**config.mk**
```make
export PLATFORM = sky130hd
export DESIGN_NAME = monitor_top
export DESIGN_NICKNAME = d
export VERILOG_FILES = /design/src/design/monitor_pkg.sv /design/src/design/mon_cfg_regs.sv /design/src/design/mon_ctrl.sv /design/src/design/mon_piso.sv /design/src/design/monitor_top.sv
export VERILOG_INCLUDE_DIRS = /design/src /design/src/design
export SDC_FILE = /design/constraint.sdc
export NUM_CORES = 1
export LEC_CHECK = 0
export ABC_CLOCK_PERIOD_IN_PS = 29400
export BUFFER_PORTS_ARGS = -buffer_cell sky130_fd_sc_hd__buf_2
export CORE_AREA = 10 10 746 748
export DETAILED_ROUTE_END_ITERATION = 12
export DIE_AREA = 0 0 756 758
export GPL_ROUTABILITY_DRIVEN = 0
export PLACE_DENSITY = 0.32
export SYNTH_ARGS = -nofsm -noshare
export SYNTH_HDL_FRONTEND = slang
export SYNTH_SLANG_ARGS = --single-unit
export TNS_END_PERCENT = 10
```
**constraint.sdc**
```tcl
create_clock -name clk -period 29.4 [get_ports clk]
set_clock_uncertainty 0.15 [all_clocks]
set_input_delay 1.47 -clock clk [delete_from_list [all_inputs] [get_ports clk]]
set_output_delay 1.47 -clock clk [all_outputs]
set_load 0.02 [all_outputs]
```
**src/design/monitor_macros.svh**
```systemverilog
// Widths and counts shared by the package and the RTL
// MON_WIDTH must be a whole multiple of PORT_WIDTH
`ifndef MONITOR_MACROS_SVH
`define MONITOR_MACROS_SVH

// ==============================
// Datapath widths
// ==============================
`define MON_WIDTH      384
`define PORT_WIDTH     128
`define CFG_WIDTH      256

// ==============================
// Counts
// ==============================
`define MON_SRC_NUM    4
`define MON_MAX_BEATS  3

// Config word field positions
`define CFG_OP_MSB     1
`define CFG_OP_LSB     0
`define CFG_SRC_MSB    3
`define CFG_SRC_LSB    2
`define CFG_CNT_MSB    5
`define CFG_CNT_LSB    4

`endif

```
**src/design/monitor_pkg.sv**
```systemverilog
// Types for the debug monitor
// Opcode encoding is fixed by the control unit, bits 1:0 of the config word
`include "monitor_macros.svh"

package monitor_pkg;

    // ==============================
    // Width typedefs
    // ==============================

    // One status bank snapshot
    typedef logic [`MON_WIDTH-1:0] mon_word_t;
    // One off-chip beat
    typedef logic [`PORT_WIDTH-1:0] port_word_t;
    // Raw config word from the control unit
    typedef logic [`CFG_WIDTH-1:0] cfg_word_t;
    // Bank index
    typedef logic [$clog2(`MON_SRC_NUM)-1:0] src_sel_t;
    // Beat count, 1 to MON_MAX_BEATS once decoded
    typedef logic [$clog2(`MON_MAX_BEATS+1)-1:0] beat_cnt_t;

    // ==============================
    // Enums
    // ==============================

    // Config opcodes
    typedef enum logic [1:0] {
        OP_NOP   = 2'b00,
        OP_START = 2'b01,
        OP_ABORT = 2'b10,
        OP_RSVD  = 2'b11
    } mon_op_t;

    // Frame controller states
    typedef enum logic [1:0] {
        ST_IDLE = 2'b00,
        ST_LOAD = 2'b01,
        ST_OUT  = 2'b10
    } mon_state_t;

endpackage

```
**src/design/mon_cfg_regs.sv**
```systemverilog
// Config word decoder; only ABORT is taken while a frame runs
// A START seen while busy is back-pressured, never queued
`include "monitor_macros.svh"

module mon_cfg_regs
    import monitor_pkg::*;
(
    input  logic      clk,
    input  logic      rst_n,

    // Config channel from the control unit
    input  logic      cfg_vld,
    input  cfg_word_t cfg_info,
    output logic      cfg_rdy,

    // Frame controller side
    input  logic      busy,
    output logic      start,
    output logic      abort,
    output src_sel_t  src_sel,
    output beat_cnt_t beat_cnt
);

    // ==============================
    // Field decode
    // ==============================
    mon_op_t   op;
    src_sel_t  src_fld;
    beat_cnt_t cnt_fld;
    logic      cfg_acc;
    logic      busy_any;

    assign op      = mon_op_t'(cfg_info[`CFG_OP_MSB:`CFG_OP_LSB]);
    assign src_fld = cfg_info[`CFG_SRC_MSB:`CFG_SRC_LSB];
    assign cnt_fld = cfg_info[`CFG_CNT_MSB:`CFG_CNT_LSB];

    // ==============================
    // Handshake
    // ==============================

    // Start pulse in flight counts as busy
    // Closes the one-cycle gap before the FSM leaves idle
    assign busy_any = busy | start;

    // Idle takes any word, busy takes only ABORT
    assign cfg_rdy  = ~busy_any | (op == OP_ABORT);
    assign cfg_acc  = cfg_vld & cfg_rdy;

    // ==============================
    // Command pulses
    // ==============================
    always_ff @(posedge clk or negedge rst_n) begin
        if (!rst_n) begin
            start <= 1'b0;
            abort <= 1'b0;
        end else begin
            // One cycle each
            start <= cfg_acc & (op == OP_START);
            abort <= cfg_acc & (op == OP_ABORT);
        end
    end

    // ==============================
    // Request fields
    // ==============================

    // Held until the next accepted START
    // NOP, RSVD and ABORT leave them alone
    always_ff @(posedge clk) begin
        if (cfg_acc && (op == OP_START)) begin
            src_sel <= src_fld;
            // Count of zero asks for a full snapshot
            if (cnt_fld == '0) begin
                beat_cnt <= beat_cnt_t'(`MON_MAX_BEATS);
            end else begin
                beat_cnt <= cnt_fld;
            end
        end
    end

endmodule

```
**src/design/mon_ctrl.sv**
```systemverilog
// Frame FSM: idle, one load cycle, then out until done or abort
// Bank data is sampled by the shifter at the end of the load cycle
module mon_ctrl
    import monitor_pkg::*;
(
    input  logic      clk,
    input  logic      rst_n,

    // From the config block
    input  logic      start,
    input  logic      abort,
    input  src_sel_t  src_sel,
    input  beat_cnt_t beat_cnt_in,

    // Status banks
    input  mon_word_t mon_dat0,
    input  mon_word_t mon_dat1,
    input  mon_word_t mon_dat2,
    input  mon_word_t mon_dat3,

    // Shifter side
    input  logic      done,
    output logic      busy,
    output logic      load,
    output logic      clear,
    output mon_word_t snapshot,
    output beat_cnt_t beat_cnt
);

    mon_state_t state;
    mon_state_t state_nxt;
    src_sel_t   frame_src;
    beat_cnt_t  frame_cnt;

    // ==============================
    // State machine
    // ==============================
    always_comb begin
        state_nxt = state;
        case (state)
            ST_IDLE: begin
                if (start) state_nxt = ST_LOAD;
            end
            // Abort here means the shifter never loads
            ST_LOAD: begin
                state_nxt = abort ? ST_IDLE : ST_OUT;
            end
            // Done is the last beat handshake itself
            ST_OUT: begin
                if (abort || done) state_nxt = ST_IDLE;
            end
            default: state_nxt = ST_IDLE;
        endcase
    end

    always_ff @(posedge clk or negedge rst_n) begin
        if (!rst_n) begin
            state <= ST_IDLE;
        end else begin
            state <= state_nxt;
        end
    end

    // ==============================
    // Frame parameters
    // ==============================

    // Latched as the frame opens
    always_ff @(posedge clk) begin
        if ((state == ST_IDLE) && start) begin
            frame_src <= src_sel;
            frame_cnt <= beat_cnt_in;
        end
    end

    // Bank select
    always_comb begin
        case (frame_src)
            2'd0:    snapshot = mon_dat0;
            2'd1:    snapshot = mon_dat1;
            2'd2:    snapshot = mon_dat2;
            default: snapshot = mon_dat3;
        endcase
    end

    // ==============================
    // Outputs
    // ==============================
    assign busy     = (state != ST_IDLE);
    assign load     = (state == ST_LOAD) & ~abort;
    // Flush the shifter on abort of an open frame
    assign clear    = abort & busy;
    assign beat_cnt = frame_cnt;

endmodule

```
**src/design/mon_piso.sv**
```systemverilog
// Parallel-in serial-out shifter, beat 0 is the low slice of the word
// DATA_IN_WIDTH must be a multiple of DATA_OUT_WIDTH; clear beats load
`include "monitor_macros.svh"

module mon_piso
    import monitor_pkg::*;
#(
    parameter int DATA_IN_WIDTH  = `MON_WIDTH,
    parameter int DATA_OUT_WIDTH = `PORT_WIDTH
) (
    input  logic       clk,
    input  logic       rst_n,

    // Control from the frame FSM
    input  logic       load,
    input  logic       clear,
    input  mon_word_t  in_dat,
    input  beat_cnt_t  beat_cnt,

    // Off-chip beat stream
    output port_word_t out_dat,
    output logic       out_vld,
    output logic       out_last,
    input  logic       out_rdy,

    // Last beat taken
    output logic       done
);

    // ==============================
    // Storage
    // ==============================
    logic [DATA_IN_WIDTH-1:0] shreg;
    beat_cnt_t                rem;
    logic                     xfer;
    logic                     one_left;

    assign xfer     = out_vld & out_rdy;
    assign one_left = (rem == beat_cnt_t'(1));

    // ==============================
    // Beat bookkeeping
    // ==============================
    always_ff @(posedge clk or negedge rst_n) begin
        if (!rst_n) begin
            out_vld <= 1'b0;
            rem     <= '0;
        end else if (clear) begin
            // Drop whatever is left of the frame
            out_vld <= 1'b0;
            rem     <= '0;
        end else if (load) begin
            out_vld <= (beat_cnt != '0);
            rem     <= beat_cnt;
        end else if (xfer) begin
            rem <= rem - beat_cnt_t'(1);
            if (one_left) begin
                out_vld <= 1'b0;
            end
        end
    end

    // ==============================
    // Data path
    // ==============================

    // Only moves on a handshake so data holds under stall
    always_ff @(posedge clk) begin
        if (load && !clear) begin
            shreg <= in_dat;
        end else if (xfer) begin
            shreg <= shreg >> DATA_OUT_WIDTH;
        end
    end

    // ==============================
    // Outputs
    // ==============================

    // Current beat sits in the low slice
    assign out_dat  = shreg[DATA_OUT_WIDTH-1:0];
    // Last flag from the counter, stable while stalled
    assign out_last = out_vld & one_left;
    assign done     = xfer & one_left;

endmodule

```
**src/design/monitor_top.sv**
```systemverilog
// Debug monitor top: config decode, frame FSM and beat shifter
// Status banks must be stable around the load edge of a frame
`include "monitor_macros.svh"

module monitor_top
    import monitor_pkg::*;
(
    input  logic       clk,
    input  logic       rst_n,

    // Config channel
    input  logic       cfg_vld,
    input  cfg_word_t  cfg_info,
    output logic       cfg_rdy,

    // Status banks
    input  mon_word_t  mon_dat0,
    input  mon_word_t  mon_dat1,
    input  mon_word_t  mon_dat2,
    input  mon_word_t  mon_dat3,

    // Off-chip beats
    output port_word_t out_dat,
    output logic       out_vld,
    output logic       out_last,
    input  logic       out_rdy
);

    // ==============================
    // Internal wires
    // ==============================

    // Config block to FSM
    logic      start;
    logic      abort;
    src_sel_t  src_sel;
    beat_cnt_t req_cnt;
    logic      busy;

    // FSM to shifter
    logic      load;
    logic      clear;
    mon_word_t snapshot;
    beat_cnt_t frame_cnt;
    logic      done;

    // ==============================
    // Instances
    // ==============================
    mon_cfg_regs i_cfg_regs (
        .clk      (clk),
        .rst_n    (rst_n),
        .cfg_vld  (cfg_vld),
        .cfg_info (cfg_info),
        .cfg_rdy  (cfg_rdy),
        .busy     (busy),
        .start    (start),
        .abort    (abort),
        .src_sel  (src_sel),
        .beat_cnt (req_cnt)
    );

    mon_ctrl i_ctrl (
        .clk         (clk),
        .rst_n       (rst_n),
        .start       (start),
        .abort       (abort),
        .src_sel     (src_sel),
        .beat_cnt_in (req_cnt),
        .mon_dat0    (mon_dat0),
        .mon_dat1    (mon_dat1),
        .mon_dat2    (mon_dat2),
        .mon_dat3    (mon_dat3),
        .done        (done),
        .busy        (busy),
        .load        (load),
        .clear       (clear),
        .snapshot    (snapshot),
        .beat_cnt    (frame_cnt)
    );

    mon_piso #(
        .DATA_IN_WIDTH  (`MON_WIDTH),
        .DATA_OUT_WIDTH (`PORT_WIDTH)
    ) i_piso (
        .clk      (clk),
        .rst_n    (rst_n),
        .load     (load),
        .clear    (clear),
        .in_dat   (snapshot),
        .beat_cnt (frame_cnt),
        .out_dat  (out_dat),
        .out_vld  (out_vld),
        .out_last (out_last),
        .out_rdy  (out_rdy),
        .done     (done)
    );

endmodule

```
# Word level (Yosys, flattened, before mapping)
# Index checks and enable logic that the tools add are counted.
[totals] regBits=399 wordCells=61
[classes] mux=14 n_addsub=1 n_eq_ne=9 bitwise_logic=12 n_reduce_logical=15
[op_table] op="one-hot mux 384 bit (3 select lines)" count=1
[op_table] op="two-way mux 384 bit" count=2
[op_table] op="two-way mux 2 bit" count=6
[op_table] op="bitwise AND 1 bit" count=8
[op_table] op="equality test 2 x 1 -> 1 bit, second input constant" count=4
[op_table] op="equality test 2 bit, second input constant" count=3
[op_table] op="zero test 2 bit" count=3
[op_table] op="one-hot mux 2 bit (3 select lines)" count=1
[op_table] op="nonzero test 2 bit" count=3
[op_table] op="nonzero test 3 bit" count=2
[op_table] op="two-way mux 1 bit" count=4
[op_table] op="AND reduction 2 bit" count=2
[op_table] op="logical AND 1 bit" count=3
[op_table] op="inequality test 2 x 1 -> 1 bit, second input constant" count=1
[op_table] op="inequality test 2 bit, second input constant" count=1
[op_table] op="NOT 1 bit" count=2
[op_table] op="bitwise OR 1 bit" count=2
[op_table] op="subtractor 2 x 1 -> 2 bit, second input constant" count=1
[op_table] op="zero test 1 bit" count=1
[op_table] op="logical OR 1 bit" count=1

# Longest topological paths before layout
[depth] ltp_word=6 mapped_depth=7 ltp_nobuf=5

# Modules after synthesis
# Synthesis repeated with hierarchy kept, for this count alone.
[unflattened] cells_unflattened=1459 area_unflattened_um2=27436.3
[by_module_without_submodules] module="mon_piso" area_per_inst_um2=17601.9 seq_area_each_um2=11606.1 cells_each=961 instances=1
[by_module_without_submodules] module="mon_ctrl" area_per_inst_um2=9613.0 seq_area_each_um2=170.2 cells_each=485 instances=1
[by_module_without_submodules] module="mon_cfg_regs" area_per_inst_um2=221.5 seq_area_each_um2=170.2 cells_each=13 instances=1

# Worst setup path after synthesis
# Ideal clock, no wire load.
[synth_path] path_type="in2reg" from="input port out_rdy" to="register i_piso.shreg[0] (enable)" n_path_buf=0 setup_ps=2836 arrival_time_ps=7819 setup_slack_ps=18595 stages=2 t_required_ps=26414 cell_sequence="nand2_1 -> nand2_1"
[synth_between] elab_chain_len=2
[synth_rtl] element="start: declaration" line="monitor_top.sv:26" source="input logic out_rdy"
[synth_rtl] element="bitwise AND 1 bit" line="mon_piso.sv:38" source="assign xfer = out_vld & out_rdy;"
[synth_rtl] element="nonzero test 2 bit (no line)"
[synth_rtl] element="end signal: assignment" line="mon_piso.sv:70" source="shreg <= in_dat;"
[synth_rtl] element="end signal: assignment" line="mon_piso.sv:72" source="shreg <= shreg >> DATA_OUT_WIDTH;"
[synth_rtl] element="end: declaration" line="mon_piso.sv:33" source="logic [DATA_IN_WIDTH-1:0] shreg;"
# Every way passes these cells.
# A chain may end at the register's enable or synchronous reset.

# Worst setup path in the final report
[layout_path] from="register i_ctrl.frame_src[0]" to="register i_piso.shreg[89], data pin"
[layout_between] elab_chain_len=3 elab_cells_between_ends=5 cone_classes="eq/ne (2); mux (2); reduce/logical (1)"
[layout_rtl] element="start: declaration" line="mon_ctrl.sv:32" source="src_sel_t frame_src;"
[layout_rtl] element="start signal: assignment" line="mon_ctrl.sv:71" source="frame_src <= src_sel;"
[layout_rtl] element="equality test 2 bit, or another cell as far along" line="mon_ctrl.sv:78" source="case (frame_src)"
[layout_rtl] element="one-hot mux 384 bit (3 select lines) (*)" line="mon_ctrl.sv:78"
[layout_rtl] element="two-way mux 384 bit (*)" line="mon_piso.sv:69" source="if (load && !clear) begin"
# Every way passes the cells marked *; elsewhere a longest branch is shown, timed or not.

==> run metrics <==
run status=complete, no violations; row count=271; synthesized area per cell=13.7 sq um; Initial Utilization=slightly above 5%; Worst Setup End Kind=register; Synth cell types=37; IO Pins=1,927; area leader, netlist=edfxtp_1; crit start category=register; Residual DRC=0; final instance area=around 46,000 sq um; DP Area=around 44,000 sq um; postcts setup bufs=0; number of global-route vias before repair=27.6k; syn nets=3,832; Max Clk Rate=approximately 0.18 GHz; total negative setup slack=0 ns; die area=around 570,000 sq um; Routed Antenna Nets=0; TritonCTS Buffers=70; Max VDD drop=~0.034 mV; max-cap violations=0; largest net degree at the start of global routing=150; CP arrival=between 5 and 6 ns; yosys warns=0; CTS resizes=0; Layout area overhead=66.0%; fin cells=between 10k and 15k; fraction of registers with async set/reset=1.75%; total clock sinks=399; CP Class=reg -> reg; synth top area cells=edfxtp_1, mux2i_1, o221ai_2; Seq. cell area=11,900 sq um; final setup fails=0; first-pass GRT wire length=445 mm; Clock Tree Buf Depth=4; total grt overflow=0; cts hold-fix bufs=0; Buffers on Ports=between 1.5k and 2k; Leak=between 15 and 20 nW; Die Span Y=758 um; most common cell in the netlist=mux2i_1; footprint of the multi-input gates=13,800 sq um; Mapped Area=27,900 sq um; Slew Limit Fails=0; Final min period=5.57 ns; routed length per instance=~35 um; Core Footprint=542,000 sq um; die width=756 um; headroom to the max-slew limit=under 10%; Hold Crit Class=reg -> reg; #FFs+latches synth=between 300 and 400; final hold violation count=0; Clock Pin Slew Worst Setup and Hold Paths=around 0.06 ns; Worst-Skew Late Latency=about 0.8 ns; layout cells sized above 1=62.0%; TritonRoute pass-1 iters=5; drt via density=between 2 and 3; All-Layer GR Usage=12.8%; slew of the pin with the lowest slew margin=~1.4 ns; unrepaired setup endpoints after global routing=false; pre-CTS WS=between 20 and 25 ns; crit share post-route=a little under a fifth; Root Buffer=clkbuf_16; total number of vias=27.7k; Req. time, crit path=approximately 30 ns; PD cells=54.7 nW/um^2; register area share after synthesis=between 40% and 50%; final wirelength=around 390 mm; H-tree depth=3; FILL cells=around 63k; Final Power=approximately 0.0025 W; crit path max fanout=60; dpl hpwl=roughly 350 mm; cell total after placement=~11k; Yosys top cell area share=a little over two fifths; top cells by count, synth=mux2i_1, edfxtp_1, nand2_1, o221ai_2, buf_4; initial antenna violation count=roughly 460; Syn Inst Count=a little over 2k; DRT iter0 DRCs=between 2k and 2.5k; fin worst setup slack=~24 ns; Top FF cell, synth=edfxtp_1; CTS tree=done; number of synthesized flops with an enable pin=just under 400; fin nets=approximately 5.3k
==> final timing paths <==
path,from,endpoint,slack [ns],cells past startpoint
setup / recovery,i_ctrl.frame_src[0]$_DFFE_PP_,i_piso.shreg[89]$_DFFE_PP_,23.83,7
hold / removal,i_cfg_regs.src_sel[0]$_DFFE_PP_,i_ctrl.frame_src[0]$_DFFE_PP_,0.27,0
setup reg to reg,i_ctrl.frame_src[0]$_DFFE_PP_,i_piso.shreg[89]$_DFFE_PP_,23.83,7
hold reg to reg,i_cfg_regs.src_sel[0]$_DFFE_PP_,i_ctrl.frame_src[0]$_DFFE_PP_,0.27,0
max in group asynchronous,rst_n,i_cfg_regs.abort$_DFF_PN0_,28.53,1
min in group asynchronous,rst_n,i_piso.out_vld$_DFFE_PN0P_,0.40,1
==> logic make-up after synthesis <==
kind of cell	count (synthesis)	share of synthesized area, %
flops	399	42.9
buf+inv	320	7.81
xor+xnor	1	0.0314
mux	640	28.7
simple gates	408	6.86
compound gates	266	13.6
fa+ha+maj	1	0.0449
==> routing by layer <==
layer  global-route usage (%)  vias to the layer above  wire length [um]
li1                         -                    11131                 -
met1                     13.4                    12993            138000
met2                     17.4                     2191            146000
met3                     14.4                     1003             92100
met4                     1.68                      354              7660
met5                        0                        -              2380
==> metrics by stage <==
step,utilization [%],hold WS (ns)
5_1_grt,8.47,0.279
3_3_place_gp,8.06,0.259
4_1_cts,8.47,0.274
3_5_place_dp,8.06,0.262
2_1_floorplan,-,0.250
6_report,8.53,0.273
==> power breakdown <==
group | internal [W] | total, W | leakage (nW) | switching [W]
registers | 0.000801 | 0.000843 | 3.74 | 0.0000422
logic | 0.000269 | 0.000842 | 12.6 | 0.000573
clock network | 0.000498 | 0.000846 | 1.06 | 0.000348
==> worst max-delay path: stages, from the launching register on <==
cell and delay (ns):
edfxtp_1 0.32, buf_4 0.62, buf_4 0.57, buf_4 0.58, buf_4 0.83, buf_4 0.74
mux2i_1 0.99, o221ai_2 0.16
==> layout by cell type, fill, tap and decap left out, drive strengths merged, types with 2 or more instances in the layout <==
cell type,count
o21ai,2
clkbuf,89
mux4,128
edfxtp,392
bufinv,5
dfrtp,7
and2,3
nand2b,3
nor2,2
buf,1733
clkinv,16
nand2,259
nand3,4
diode,139
mux2i,512
or3,2
or3b,2
nor2b,128
a31oi,2
o221ai,256
inv,7
a21oi,2
clkinvlp,3
==> layout make-up <==
| cell class | count | share of cell area [%] |
|---|---|---|
| Multi-Input combinational cell | 1316 | 29.9 |
| Sequential cell | 399 | 25.8 |
| Tap cell | 7234 | 19.6 |
| Timing Repair Buffer | 1733 | 19.2 |
| Clock buffer | 89 | 4.10 |
| Antenna cell | 139 | 0.752 |
| Clock inverter | 26 | 0.620 |
| Inverter | 5 | 0.0406 |
==> sequential cells by signal, summed over array words and instances, names as in the netlist <==
signal,count
i_cfg_regs.abort,1
i_cfg_regs.beat_cnt,2
i_cfg_regs.src_sel,2
i_cfg_regs.start,1
i_ctrl.beat_cnt,2
i_ctrl.frame_src,2
i_ctrl.state,2
i_piso.out_vld,1
i_piso.rem,2
i_piso.shreg,384
Power figures use the tool's default switching activity.
